<file path="src/verilog/bpu_pkg.sv">
// *************************************************
// Branch prediction unit shared types
// Machine word, 2-bit counter states, the fetch
// lookup answer and the memory-stage resolve record
// *************************************************
`default_nettype none

package bpu_pkg;

    // 32-bit machine word for program counters and targets
    typedef logic [31:0] word_t;

    // Saturating counter states, ordered from not taken to taken
    typedef enum logic [1:0] {
        STRONG_NOT_TAKEN = 2'b00,
        WEAK_NOT_TAKEN   = 2'b01,
        WEAK_TAKEN       = 2'b10,
        STRONG_TAKEN     = 2'b11
    } branch_pred_t;

    // Answer returned to the fetch stage
    typedef struct packed {
        logic  predict;
        word_t target;
    } fetch_pred_t;

    // Resolved branch from the memory stage
    typedef struct packed {
        logic  valid;
        word_t pc;
        logic  taken;
        // What fetch acted on for this branch
        logic  predicted;
        word_t target_pred;
        word_t target_res;
    } resolve_t;

    // Saturating statistics count
    typedef logic [15:0] count_t;

    // Resolved branches and mispredicts
    typedef struct packed {
        count_t resolved;
        count_t missed;
    } stats_t;

endpackage

`default_nettype wire

</file>
<file path="src/verilog/mispredict_check.sv">
// *************************************************
// Mispredict check
// Compares the prediction fetch used against the
// resolved outcome, raises flush, and counts
// resolved branches and mispredicts
// *************************************************
`timescale 1ns/10ps
`default_nettype none

module mispredict_check (
    input  wire                       clk,
    input  wire                       nrst,
    input  wire bpu_pkg::resolve_t    resolve,
    output logic                      flush,
    output bpu_pkg::count_t           resolved_count,
    output bpu_pkg::count_t           missed_count
);

    logic miss;

    // Predicted taken: wrong if not taken or sent to the wrong place
    // Predicted not taken: wrong only if taken
    always_comb begin
        if (resolve.predicted) begin
            miss = !resolve.taken || (resolve.target_res != resolve.target_pred);
        end else begin
            miss = resolve.taken;
        end
    end

    assign flush = resolve.valid && miss;

    // Saturating statistics
    always_ff @(posedge clk) begin
        if (!nrst) begin
            resolved_count <= '0;
            missed_count   <= '0;
        end else if (resolve.valid) begin
            if (resolved_count != '1) begin
                resolved_count <= resolved_count + 16'd1;
            end
            if (flush && missed_count != '1) begin
                missed_count <= missed_count + 16'd1;
            end
        end
    end

    // Each mispredict is also a resolved branch
    a_missed_le_resolved: assert property (
        @(posedge clk) disable iff (!nrst)
        missed_count <= resolved_count
    );

endmodule

`default_nettype wire

</file>
<file path="config.mk">
export PLATFORM = sky130hd
export DESIGN_NAME = mispredict_check
export DESIGN_NICKNAME = d
export VERILOG_FILES = /design/src/verilog/bpu_pkg.sv /design/src/verilog/mispredict_check.sv
export SDC_FILE = /design/constraint.sdc
export NUM_CORES = 1
export LEC_CHECK = 0
export BUFFER_PORTS_ARGS = -buffer_cell sky130_fd_sc_hd__buf_4
export CORE_UTILIZATION = 38
export DETAILED_ROUTE_END_ITERATION = 6
export PLACE_DENSITY_LB_ADDON = 0.2
export SLEW_MARGIN = 20
export SYNTH_ARGS = -nofsm -noshare
export SYNTH_HDL_FRONTEND = slang
export SYNTH_SLANG_ARGS = --single-unit
</file>
<file path="constraint.sdc">
create_clock -name clk -period 1.94 [get_ports clk]
set_input_delay 0.194 -clock clk [delete_from_list [all_inputs] [get_ports clk]]
set_output_delay 0.194 -clock clk [all_outputs]
set_load 0.05 [all_outputs]
</file>
==> tab_implementation.tex, run 1 <==
\begin{tabular}{lr}
\hline
Metric & Value \\
\hline
\multicolumn{2}{l}{\textbf{Worst hold path}} \\
\quad Worst hold path class & input pin to flip-flop \\
\quad Worst min-delay path startpoint & nrst \\
\quad Hold path cells & 3 \\
\multicolumn{2}{l}{\textbf{Clock tree}} \\
\quad CTS resizes & 0 \\
\quad Clock root cell & clkbuf\_8 \\
\quad Clock network latency to the later pin of the worst-skew pair & 290 ps \\
\quad Clock Sinks & 32 \\
\quad Setup Fix Bufs, Post-CTS & 0 \\
\quad Hold bufs inserted after CTS & 0 \\
\quad TritonCTS clock tree & built \\
\quad Number of buffers added by the clock tree synthesis step & 5 \\
\quad Clock transition time at the flip-flop clock pins of the worst setup and hold paths & 70 ps \\
\quad CTS max path bufs & 2 \\
\quad Number of levels in the clock H-tree & 2 \\
\multicolumn{2}{l}{\textbf{Timing}} \\
\quad Slew Limit Fails & 0 \\
\quad Final worst path period share & 94.6\% \\
\quad Clock Skews & 2.99 ps \\
\quad Slew of the pin with the lowest slew margin & 358 ps \\
\quad Count of endpoints failing hold in the final timing report & 0 \\
\quad Highest clock rate & 545 MHz \\
\quad \# setup viols final & 0 \\
\quad Max-slew headroom & 76.1\% \\
\quad Final critical path time including I/O delays and setup & 1840 ps \\
\quad Setup repair after global routing missed its margin & false \\
\multicolumn{2}{l}{\textbf{Placement}} \\
\quad Number of instances in the placed design & 399 \\
\quad HPWL after detailed placement & 4080 um \\
\quad Count of buffers inserted at the top-level ports & 101 \\
\quad Weighted congestion reported at the end of routability-driven placement & 0.747 \\
\quad Dpl cell area & 2850 um\^{}2 \\
\multicolumn{2}{l}{\textbf{Cells and area}} \\
\quad Fillers & 436 \\
\quad Antenna diode count & 0 \\
\quad Nets & 442 \\
\quad Footprint of the flip-flops and latches & 657 um\^{}2 \\
\quad Fraction of layout cells with a size suffix above 1 & 38.5\% \\
\quad Layout overhead on the synthesized area & 49.7\% \\
\quad Commonest cells after routing, fill and taps aside & buf\_4 (106), xor2\_1 (37), dfxtp\_1 (23), nand2\_1 (20), nor2\_1 (19) \\
\quad Post-route design area & 2940 um\^{}2 \\
\quad Most common library cell in the layout ignoring fill and taps & buf\_4 \\
\quad Final core utilization & 60.7\% \\
\quad Number of cells in the finished layout apart from fillers & 407 \\
\quad Multi-input logic area & 1300 um\^{}2 \\
\multicolumn{2}{l}{\textbf{Floorplan}} \\
\quad Total Die Area & 5470 um\^{}2 \\
\quad Initial core utilization & 40.6\% \\
\quad Die height & 73.9 um \\
\quad I/O Pins & 134 \\
\quad Area of the core region & 4850 um\^{}2 \\
\quad Die X & 73.9 um \\
\quad Row count & 25 \\
\multicolumn{2}{l}{\textbf{Routing}} \\
\quad Remaining DRCs & 0 \\
\quad Via count & 2050 \\
\quad Pre-antenna DRT Iters & 4 \\
\quad Routed WL per cell & 12.9 um \\
\quad Total wire length after detailed routing & 5270 um \\
\quad DRC violation total after the first TritonRoute iteration & 100 \\
\quad Via/cell ratio & 5.04 \\
\quad Post-route ant nets & 0 \\
\multicolumn{2}{l}{\textbf{Yosys}} \\
\quad Synthesized area & 1970 um\^{}2 \\
\quad Fraction of registers with async set or reset after synthesis & 0\% \\
\quad Syn Area/Cell & 8.48 um\^{}2 \\
\quad Distinct cell type count of the synthesized netlist & 42 \\
\quad Post-synth EDFFs & 0 \\
\quad Sequential share of the synthesized area & 32.6\% \\
\quad Register bit count reported by yosys & 32 \\
\quad Synthesis Warnings & 0 \\
\quad Top FF cell, synth & dfxtp\_1 \\
\quad Post-Synthesis Net Count & 335 \\
\quad Number of instances in the synthesized netlist & 232 \\
\multicolumn{2}{l}{\textbf{Critical path}} \\
\quad Kind of capture point of the worst setup path & flip-flop \\
\quad Startpoint type of the worst setup path & flip-flop \\
\quad Reg-to-reg critical path startpoint & missed\_count[0]\$\_SDFFE\_PN0P\_ \\
\quad Critical path startpoint & missed\_count[0]\$\_SDFFE\_PN0P\_ \\
\quad Data required time at the worst endpoint & 2160 ps \\
\quad Classification of the worst setup path & flip-flop to flip-flop \\
\quad Largest driver fanout on the critical path & 6 \\
\quad Count of cells along the worst register-to-register path & 7 \\
\quad Worst EP arrival & 2060 ps \\
\multicolumn{2}{l}{\textbf{Power and ir drop}} \\
\quad Leakage power summed over all cells & 1.24 nW \\
\quad Worst VDD drop & 0.351 mV \\
\quad Power density over the cells & 492 nW/um\^{}2 \\
\multicolumn{2}{l}{\textbf{Outcome}} \\
\quad Status & complete, no violations \\
\multicolumn{2}{l}{\textbf{Run}} \\
\quad Max\_cap viols & 0 \\
\multicolumn{2}{l}{\textbf{Global route}} \\
\quad Congestion Overflow GR & 0 \\
\quad Pin count of the biggest net entering global routing & 25 \\
\quad All-layer global routing usage & 18.8\% \\
\quad First-pass GRT wire length & 7960 um \\
\quad Vias in the first global route & 1817 \\
\quad Number of antenna violations at the first check in global routing & 0 \\
\hline
\end{tabular}
-- synth_stat cells, drive strengths merged, types with 2 or more instances --
library cell  number  area [um^2]
nor2              20         77.6
nor4               9         56.3
o31ai              2         15.0
o21ai              5         25.0
dfxtp             32          641
nand2b             9         56.3
mux2i             10          100
nor3               8         45.0
nand4             14          109
or4                3         22.5
and4               4         37.5
and3               2         12.5
xnor2              9         78.8
o21a               2         16.3
a31oi              2         12.5
clkbuf             4         15.0
buf                3         21.3
nand2             21         78.8
or3                4         25.0
ha                 2         25.0
and2               2         12.5
xor2              37          324
nand3             12         60.1
a21oi              6         30.0
-- registers in the layout (all words and copies together), names as in the netlist --
name / cells
missed_count: 16
resolved_count: 16
-- metal layers --
metal / up-vias / track usage, % / part of all wire, %
met4: 0 / 7.26 / 1.4
met5: - / 0 / 0
li1: 1042 / - / -
met3: 8 / 4.47 / 3.8
met2: 41 / 32.1 / 54
met1: 959 / 22.8 / 41
-- cell families after synthesis --
family	share of synthesized area, %
AO/OA/AOI/OAI	6.74
XOR/XNOR	20.5
adder cells (fa/ha/maj)	1.27
buffers and inverters	2.23
flip-flops	32.6
multiplexers	5.09
AND/OR/NAND/NOR	31.6
-- power by group --
group          switching, mW  internal, mW
logic                  0.125         0.149
clock network          0.247         0.249
registers             0.0143         0.665
-- critical path, stage by stage (launching register included) --
cell     delay, ps
dfxtp_4        370
ha_2           190
nand2_2         90
nor2_2          70
and4_4         190
or4_1          410
or3_1          310
a21oi_1        130
-- per-stage QoR --
stage / hold slack (ps) / TNS (ps) / worst slack (ps) / total power, mW
2_1_floorplan: 342 / -22.4 / -22.4 / 0.814
3_3_place_gp: 475 / 0 / 120 / 0.961
3_5_place_dp: 487 / 0 / 110 / 0.968
4_1_cts: 267 / 0 / 106 / 1.46
5_1_grt: 286 / 0 / 0.623 / 1.52
6_report: 270 / 0 / 104 / 1.45
-- final cells by class --
type | instances | area share, %
Sequential cell | 32 | 22.3
Multi-Input combinational cell | 191 | 44.2
Inverter | 2 | 0.255
Clock buffer | 7 | 2.59
Clock inverter | 1 | 0.127
Timing Repair Buffer | 107 | 27.7
Tap cell | 67 | 2.85
-- worst paths after layout --
check             slack (ps)                       endpoint
setup / recovery         100  missed_count[11]$_SDFFE_PN0P_
hold reg to reg          490   missed_count[4]$_SDFFE_PN0P_
hold / removal           270   missed_count[1]$_SDFFE_PN0P_
setup reg to reg         100  missed_count[11]$_SDFFE_PN0P_
Note: power is estimated with default switching activity, not from simulation.
==> run 2: changes to the inputs <==
--- a/config.mk
+++ b/config.mk
@@ -5,8 +5,9 @@
 export SDC_FILE = /design/constraint.sdc
 export NUM_CORES = 1
 export LEC_CHECK = 0
+export ABC_AREA = 1
 export BUFFER_PORTS_ARGS = -buffer_cell sky130_fd_sc_hd__buf_4
-export CORE_UTILIZATION = 38
+export CORE_UTILIZATION = 41
 export DETAILED_ROUTE_END_ITERATION = 6
 export PLACE_DENSITY_LB_ADDON = 0.2
 export SLEW_MARGIN = 20
==> tab_implementation.tex, run 2 <==
\begin{tabular}{lr}
\hline
Metric & Value \\
\hline
\multicolumn{2}{l}{\textbf{Outcome}} \\
\quad Status & complete, no violations \\
\multicolumn{2}{l}{\textbf{Placement}} \\
\quad Worst-case setup slack after placement & 102 ps (-8.01 ps) \\
\quad Dpl cell area & 3450 um\^{}2 (+21\%) \\
\quad Number of instances in the placed design & 624 (+56\%) \\
\quad Weighted congestion reported at the end of routability-driven placement & 0.866 (+16\%) \\
\quad HPWL after detailed placement & 5340 um (+31\%) \\
\quad Count of buffers inserted at the top-level ports & 101 (unchanged) \\
\multicolumn{2}{l}{\textbf{Clock tree}} \\
\quad Clock Sinks & 32 (unchanged) \\
\quad Hold bufs inserted after CTS & 0 (unchanged) \\
\quad Clock network latency to the later pin of the worst-skew pair & 290 ps (about the same) \\
\quad Number of levels in the clock H-tree & 2 (unchanged) \\
\quad Clock transition time at the flip-flop clock pins of the worst setup and hold paths & 60 ps (about the same) \\
\quad TritonCTS clock tree & built \\
\quad Number of buffers added by the clock tree synthesis step & 5 (unchanged) \\
\quad Clock root cell & clkbuf\_8 \\
\quad CTS max path bufs & 2 (unchanged) \\
\multicolumn{2}{l}{\textbf{Floorplan}} \\
\quad I/O Pins & 134 (unchanged) \\
\quad Area of the core region & 5920 um\^{}2 (+22\%) \\
\quad Row count & 28 (+12\%) \\
\quad Die height & 80.2 um (+8.5\%) \\
\quad Initial core utilization & 42.3\% (+1.8 points) \\
\quad Die X & 80.2 um (+8.5\%) \\
\quad Total Die Area & 6430 um\^{}2 (+18\%) \\
\multicolumn{2}{l}{\textbf{Yosys}} \\
\quad Post-synth top area share & 25.5\% (-7.0 points) \\
\quad Syn Area/Cell & 5.69 um\^{}2 (-33\%) \\
\quad Synthesized area & 2510 um\^{}2 (+27\%) \\
\quad Distinct cell type count of the synthesized netlist & 26 (-38\%) \\
\quad Number of instances in the synthesized netlist & 441 (+90\%) \\
\quad Synthesis Warnings & 0 (unchanged) \\
\quad Most frequently used cell type in the post-synthesis netlist & nand2\_1 \\
\quad Register bit count reported by yosys & 32 (unchanged) \\
\quad Synth top area cells & dfxtp\_1 (26\%), nand2\_1 (21\%), inv\_1 (12\%), nor2\_1 (9.7\%), a21oi\_1 (5.0\%) \\
\quad Post-Synthesis Net Count & 544 (+62\%) \\
\quad Sequential share of the synthesized area & 25.5\% (-7.0 points) \\
\quad Most frequent cells after synthesis & nand2\_1 (137), inv\_1 (78), nor2\_1 (65) \\
\quad Yosys top cell by area & dfxtp\_1 \\
\quad Post-synth EDFFs & 0 (unchanged) \\
\quad Top FF cell, synth & dfxtp\_1 \\
\quad Fraction of registers with async set or reset after synthesis & 0\% (unchanged) \\
\multicolumn{2}{l}{\textbf{Worst hold path}} \\
\quad Hold path cells & 3 (unchanged) \\
\quad Worst hold path class & input pin to flip-flop \\
\multicolumn{2}{l}{\textbf{Cells and area}} \\
\quad Leading registers by flop count & missed\_count x16, resolved\_count x16 \\
\quad Most common library cell in the layout ignoring fill and taps & nand2\_1 \\
\quad Number of cells in the finished layout apart from fillers & 633 (+56\%) \\
\quad Fillers & 583 (+34\%) \\
\quad Commonest cells after routing, fill and taps aside & nand2\_1 (137), buf\_4 (114), inv\_1 (78), nor2\_1 (65), dfxtp\_1 (27) \\
\quad Nets & 660 (+49\%) \\
\quad Layout overhead on the synthesized area & 42.2\% \\
\quad Antenna diode count & 0 (unchanged) \\
\quad Fraction of layout cells with a size suffix above 1 & 24.6\% (-14 points) \\
\quad Post-route design area & 3570 um\^{}2 (+21\%) \\
\multicolumn{2}{l}{\textbf{Critical path}} \\
\quad Startpoint type of the worst setup path & flip-flop \\
\quad Worst EP arrival & 1950 ps (-110 ps) \\
\quad Largest driver fanout on the critical path & 9 (+3) \\
\quad Classification of the worst setup path & flip-flop to flip-flop \\
\quad Count of cells along the worst register-to-register path & 9 (+2) \\
\quad Kind of capture point of the worst setup path & flip-flop \\
\quad Setup slack of the worst register-to-register path & 150 ps (+50 ps) \\
\quad Data required time at the worst endpoint & 2100 ps (-60 ps) \\
\multicolumn{2}{l}{\textbf{Routing}} \\
\quad Routed WL per cell & 10.6 um (-18\%) \\
\quad Via/cell ratio & 4.73 (-6.1\%) \\
\quad DRC violation total after the first TritonRoute iteration & 120 (+20\%) \\
\quad Post-route ant nets & 0 (unchanged) \\
\quad Pre-antenna DRT Iters & 4 (unchanged) \\
\quad Via count & 2994 (+46\%) \\
\quad Total wire length after detailed routing & 6700 um (+27\%) \\
\quad Remaining DRCs & 0 (unchanged) \\
\multicolumn{2}{l}{\textbf{Power and ir drop}} \\
\quad Power density over the cells & 435 nW/um\^{}2 (-12\%) \\
\quad Leakage power summed over all cells & 1.81 nW (+46\%) \\
\quad Worst VDD drop & 0.305 mV (-13\%) \\
\quad Overall power after layout & 1.55 mW (+7.1\%) \\
\multicolumn{2}{l}{\textbf{Run}} \\
\quad Max\_cap viols & 0 (unchanged) \\
\multicolumn{2}{l}{\textbf{Global route}} \\
\quad Number of antenna violations at the first check in global routing & 0 (unchanged) \\
\quad Vias in the first global route & 2708 (+49\%) \\
\quad First-pass GRT wire length & 11300 um (+42\%) \\
\quad All-layer global routing usage & 22.0\% (+3.1 points) \\
\quad Pin count of the biggest net entering global routing & 19 (-24\%) \\
\quad Congestion Overflow GR & 0 (unchanged) \\
\multicolumn{2}{l}{\textbf{Timing}} \\
\quad Final critical path time including I/O delays and setup & 1790 ps (-46.6 ps) \\
\quad Post-route setup slack & 151 ps (+46.6 ps) \\
\quad Highest clock rate & 559 MHz (+2.6\%) \\
\quad Count of endpoints failing hold in the final timing report & 0 (unchanged) \\
\quad Final worst path period share & 92.2\% (-2.4 points) \\
\quad Max-slew headroom & 64.3\% (-12 points) \\
\quad Clock Skews & 2.73 ps (-0.259 ps) \\
\quad Slew of the pin with the lowest slew margin & 532 ps (+174 ps) \\
\quad Setup repair after global routing missed its margin & false \\
\quad \# setup viols final & 0 (unchanged) \\
\quad Slew Limit Fails & 0 (unchanged) \\
\hline
\end{tabular}
-- run 2: changes by cell type in the layout (fill, tap and decap cells not counted), moves of 13 or more --
cell / before / now
a21oi_1: 6 / 25
inv_1: 1 / 78
nand2_1: 20 / 137
nor2_1: 19 / 65
o21ai_0: 4 / 17
xor2_1: 37 / 14
-- run 2: layer usage --
metal,share of wire [%],vias to the layer above,track usage [%]
li1,-,1597,-
met1,43,1302,25.7
met3,5.5,16,4.55
met4,2.2,0,8.57
met2,49,79,38.8
met5,0,-,0
-- run 2: power breakdown --
part	internal, mW	switching, mW
registers	0.666	0.00784
logic	0.168	0.176
clock network	0.289	0.245
total	1.12	0.429
-- run 2: kinds of logic (layout without fill, tap and decap cells) --
kind of cell,count (synthesis),in the layout,share of synthesized area (%)
AO/OA/AOI/OAI,44,44,9.03
XOR/XNOR,22,22,7.68
flip-flops,32,32,25.5
AND/OR/NAND/NOR,255,256,43.5
buffers and inverters,86,202,13.3
adder cells (fa/ha/maj),2,2,0.998
-- run 2: metrics by stage --
stage,hold WS (ps),TNS (ps),util [%]
after floorplan,325,-7.87,-
after global placement,466,0,58.2
after detailed placement,474,0,58.2
after CTS,210,0,59.7
after global routing,228,0,60.2
final,216,0,60.2
-- run 2: layout make-up --
class	instances	area, um^2	share of cell area [%]
clock buffers	8	90.1	2.53
inverters	79	297	8.32
multi-input cells	324	1560	43.8
flip-flops and latches	32	647	18.1
well taps	75	93.8	2.63
repair buffers	115	876	24.6
-- run 2: repair_timing --
item                       in CTS  in global routing
gates resized for setup         0                  3
setup endpoints to repair       0                 14
setup buffers                   0                  0
-- run 2: critical path, cell delays in order (launching register included) --
cell and delay, ps:
dfxtp_2 360, ha_1 210, nand3_2 130, nor3_4 170
nand2_2 120, nor3_4 190, nand2_4 140, buf_12 170
nand4_1 110, a21oi_2 70
-- run 2: path summary, 6_finish.rpt --
check                                 startpoint                             end
setup / recovery    missed_count[1]$_SDFFE_PN0P_    missed_count[5]$_SDFFE_PN0P_
hold / removal                              nrst    missed_count[1]$_SDFFE_PN0P_
setup reg to reg    missed_count[1]$_SDFFE_PN0P_    missed_count[5]$_SDFFE_PN0P_
hold reg to reg   resolved_count[1]$_SDFFE_PN0P_  resolved_count[1]$_SDFFE_PN0P_
==> run 3: changes to the inputs <==
--- a/config.mk
+++ b/config.mk
@@ -9,7 +9,7 @@
 export BUFFER_PORTS_ARGS = -buffer_cell sky130_fd_sc_hd__buf_4
 export CORE_UTILIZATION = 41
 export DETAILED_ROUTE_END_ITERATION = 6
-export PLACE_DENSITY_LB_ADDON = 0.2
+export PLACE_DENSITY_LB_ADDON = 0.15
 export SLEW_MARGIN = 20
 export SYNTH_ARGS = -nofsm -noshare
 export SYNTH_HDL_FRONTEND = slang
==> tab_implementation.tex, run 3 (synthesis gave the netlist of run 2 again) <==
\begin{tabular}{lr}
\hline
Metric & Value \\
\hline
\multicolumn{2}{l}{\textbf{Outcome}} \\
\quad Status & complete, no violations \\
\multicolumn{2}{l}{\textbf{Worst hold path}} \\
\quad Worst hold path class & input pin to flip-flop \\
\quad End point of the most critical hold path & missed\_count[0]\$\_SDFFE\_PN0P\_ \\
\quad Worst min-delay path startpoint & nrst \\
\quad Hold path cells & 3 (unchanged) \\
\multicolumn{2}{l}{\textbf{Clock tree}} \\
\quad Clock network latency to the later pin of the worst-skew pair & 280 ps (about the same) \\
\quad CTS max path bufs & 2 (unchanged) \\
\quad Clock transition time at the flip-flop clock pins of the worst setup and hold paths & 70 ps (about the same) \\
\quad TritonCTS clock tree & built \\
\quad Number of levels in the clock H-tree & 2 (unchanged) \\
\quad Setup Fix Bufs, Post-CTS & 0 (unchanged) \\
\quad CTS resizes & 0 (unchanged) \\
\quad Clock root cell & clkbuf\_8 \\
\quad Number of buffers added by the clock tree synthesis step & 5 (unchanged) \\
\quad Hold bufs inserted after CTS & 0 (unchanged) \\
\quad Clock Sinks & 32 (unchanged) \\
\multicolumn{2}{l}{\textbf{Placement}} \\
\quad Count of buffers inserted at the top-level ports & 101 (unchanged) \\
\quad Dpl cell area & 3430 um\^{}2 (-0.58\%) \\
\quad Weighted congestion reported at the end of routability-driven placement & 0.886 (+2.4\%) \\
\quad HPWL after detailed placement & 5270 um (-1.3\%) \\
\quad Worst-case setup slack after placement & 164 ps (+62.2 ps) \\
\multicolumn{2}{l}{\textbf{Routing}} \\
\quad Total wire length after detailed routing & 6700 um (about the same) \\
\quad Via/cell ratio & 4.63 (-2.2\%) \\
\quad Pre-antenna DRT Iters & 5 (+1) \\
\quad Post-route ant nets & 0 (unchanged) \\
\quad Via count & 2920 (-2.5\%) \\
\quad Routed WL per cell & 10.6 um (+0.26\%) \\
\quad DRC violation total after the first TritonRoute iteration & 125 (+4.2\%) \\
\quad Remaining DRCs & 0 (unchanged) \\
\multicolumn{2}{l}{\textbf{Timing}} \\
\quad Post-route setup slack & 153 ps (+2.09 ps) \\
\quad Final worst path period share & 92.1\% (-0.11 points) \\
\quad Highest clock rate & 560 MHz (+0.12\%) \\
\quad Slew of the pin with the lowest slew margin & 515 ps (-16.8 ps) \\
\quad Slew Limit Fails & 0 (unchanged) \\
\quad Final critical path time including I/O delays and setup & 1790 ps (-2.09 ps) \\
\quad Worst hold slack & 225 ps (+8.76 ps) \\
\quad Setup repair after global routing missed its margin & true \\
\quad Count of endpoints failing hold in the final timing report & 0 (unchanged) \\
\quad \# setup viols final & 0 (unchanged) \\
\quad Max-slew headroom & 65.4\% (+1.1 points) \\
\quad Clock Skews & 6.66 ps (+3.92 ps) \\
\multicolumn{2}{l}{\textbf{Critical path}} \\
\quad Setup slack of the worst register-to-register path & 150 ps (about the same) \\
\quad Startpoint type of the worst setup path & flip-flop \\
\quad Count of cells along the worst register-to-register path & 10 (+1) \\
\quad Classification of the worst setup path & flip-flop to flip-flop \\
\quad Reg-to-reg critical path startpoint & missed\_count[0]\$\_SDFFE\_PN0P\_ \\
\quad Critical R2R Capture & missed\_count[6]\$\_SDFFE\_PN0P\_ \\
\quad Largest driver fanout on the critical path & 6 (-3) \\
\quad Data required time at the worst endpoint & 2160 ps (+60 ps) \\
\quad Critical path startpoint & missed\_count[0]\$\_SDFFE\_PN0P\_ \\
\quad Kind of capture point of the worst setup path & flip-flop \\
\quad Worst EP arrival & 2010 ps (+60 ps) \\
\multicolumn{2}{l}{\textbf{Floorplan}} \\
\quad Total Die Area & 6430 um\^{}2 (unchanged) \\
\quad Initial core utilization & 42.3\% (unchanged) \\
\quad Die height & 80.2 um (unchanged) \\
\quad I/O Pins & 134 (unchanged) \\
\quad Row count & 28 (unchanged) \\
\quad Die X & 80.2 um (unchanged) \\
\quad Area of the core region & 5920 um\^{}2 (unchanged) \\
\multicolumn{2}{l}{\textbf{Global route}} \\
\quad All-layer global routing usage & 21.9\% (-0.10 points) \\
\quad Congestion Overflow GR & 0 (unchanged) \\
\quad Pin count of the biggest net entering global routing & 19 (unchanged) \\
\quad Number of antenna violations at the first check in global routing & 0 (unchanged) \\
\quad Vias in the first global route & 2659 (-1.8\%) \\
\quad First-pass GRT wire length & 11100 um (-2.0\%) \\
\multicolumn{2}{l}{\textbf{Power and ir drop}} \\
\quad Leakage power summed over all cells & 1.77 nW (-2.2\%) \\
\quad Cell-internal power & 1.14 mW (+1.8\%) \\
\quad Clock power share & 35.7\% (+1.3 points) \\
\quad Overall power after layout & 1.57 mW (+1.3\%) \\
\quad Power density over the cells & 445 nW/um\^{}2 (+2.2\%) \\
\quad Switching part of the total power & 27.2\% (-0.41 points) \\
\quad Net Switching & 0.428 mW (-0.23\%) \\
\quad Share of total power in sequential cells & 42.9\% (-0.5 points) \\
\quad Combinational cell fraction of total power & 21.4\% (-0.8 points) \\
\quad Worst VDD drop & 0.302 mV (-1.1\%) \\
\multicolumn{2}{l}{\textbf{Cells and area}} \\
\quad Final core utilization & 59.7\% (-0.55 points) \\
\quad Post-route design area & 3530 um\^{}2 (-0.91\%) \\
\quad Footprint of the flip-flops and latches & 647 um\^{}2 (unchanged) \\
\quad Leading registers by flop count & missed\_count x16, resolved\_count x16 \\
\quad Multi-input logic area & 1540 um\^{}2 (-1.2\%) \\
\quad Most common library cell in the layout ignoring fill and taps & nand2\_1 \\
\quad Fillers & 577 (-1.0\%) \\
\quad Fraction of layout cells with a size suffix above 1 & 24.6\% (+0.088 points) \\
\quad Antenna diode count & 0 (unchanged) \\
\quad Layout overhead on the synthesized area & 40.9\% \\
\quad Nets & 659 (-0.15\%) \\
\quad Commonest cells after routing, fill and taps aside & nand2\_1 (137), buf\_4 (114), inv\_1 (78), nor2\_1 (65), dfxtp\_1 (27) \\
\multicolumn{2}{l}{\textbf{Run}} \\
\quad Max\_cap viols & 0 (unchanged) \\
\hline
\end{tabular}
==> run 3: worst max path at each step <==
stage                                               to  slack (ps)  cells past startpoint
final                     missed_count[6]$_SDFFE_PN0P_         150                     10
after global placement    missed_count[2]$_SDFFE_PN0P_         210                      9
after CTS                 missed_count[8]$_SDFFE_PN0P_         150                      9
after detailed placement  missed_count[8]$_SDFFE_PN0P_         160                      9
after floorplan           missed_count[5]$_SDFFE_PN0P_          -8                      9
after global routing      missed_count[6]$_SDFFE_PN0P_          -3                     10
==> run 3: stage by stage <==
stage / setup TNS, ps / cells
final: 0 / 631
after floorplan: -7.87 / 441
after global placement: 0 / 623
after detailed placement: 0 / 623
after CTS: 0 / 630
after global routing: -3.45 / 631
==> run 3: final cells by class <==
class	count	area share, %
Multi-Input combinational cell	324	43.7
Timing Repair Buffer	114	24.2
Sequential cell	32	18.3
Inverter	79	8.39
Clock buffer	7	2.73
Tap cell	75	2.66
==> run 3: power by group through the flow <==
stage                     clock network [mW]  registers (mW)  logic, mW
after CTS                              0.577           0.675      0.336
after detailed placement                   0           0.690      0.335
after floorplan                            0           0.715      0.148
final                                  0.561           0.675      0.336
after global routing                   0.607           0.676      0.379
after global placement                     0           0.690      0.328
==> run 3: critical path: stages (launching register included) <==
cell	delay (ps)
dfxtp_2	360
ha_1	210
nand3_2	130
nor3_4	170
nand2_2	100
nor3_2	160
nand2_2	160
buf_4	190
nand4_1	80
nand2_1	60
nor2_1	100
==> run 3: routing by layer <==
metal  vias up  global-route usage, %  part of all wire (%)
met5         -                      0                     0
met3         4                   4.89                   4.0
met1      1266                   27.5                    45
li1       1596                      -                     -
met2        54                   37.1                    50
met4         0                   6.25                  0.66
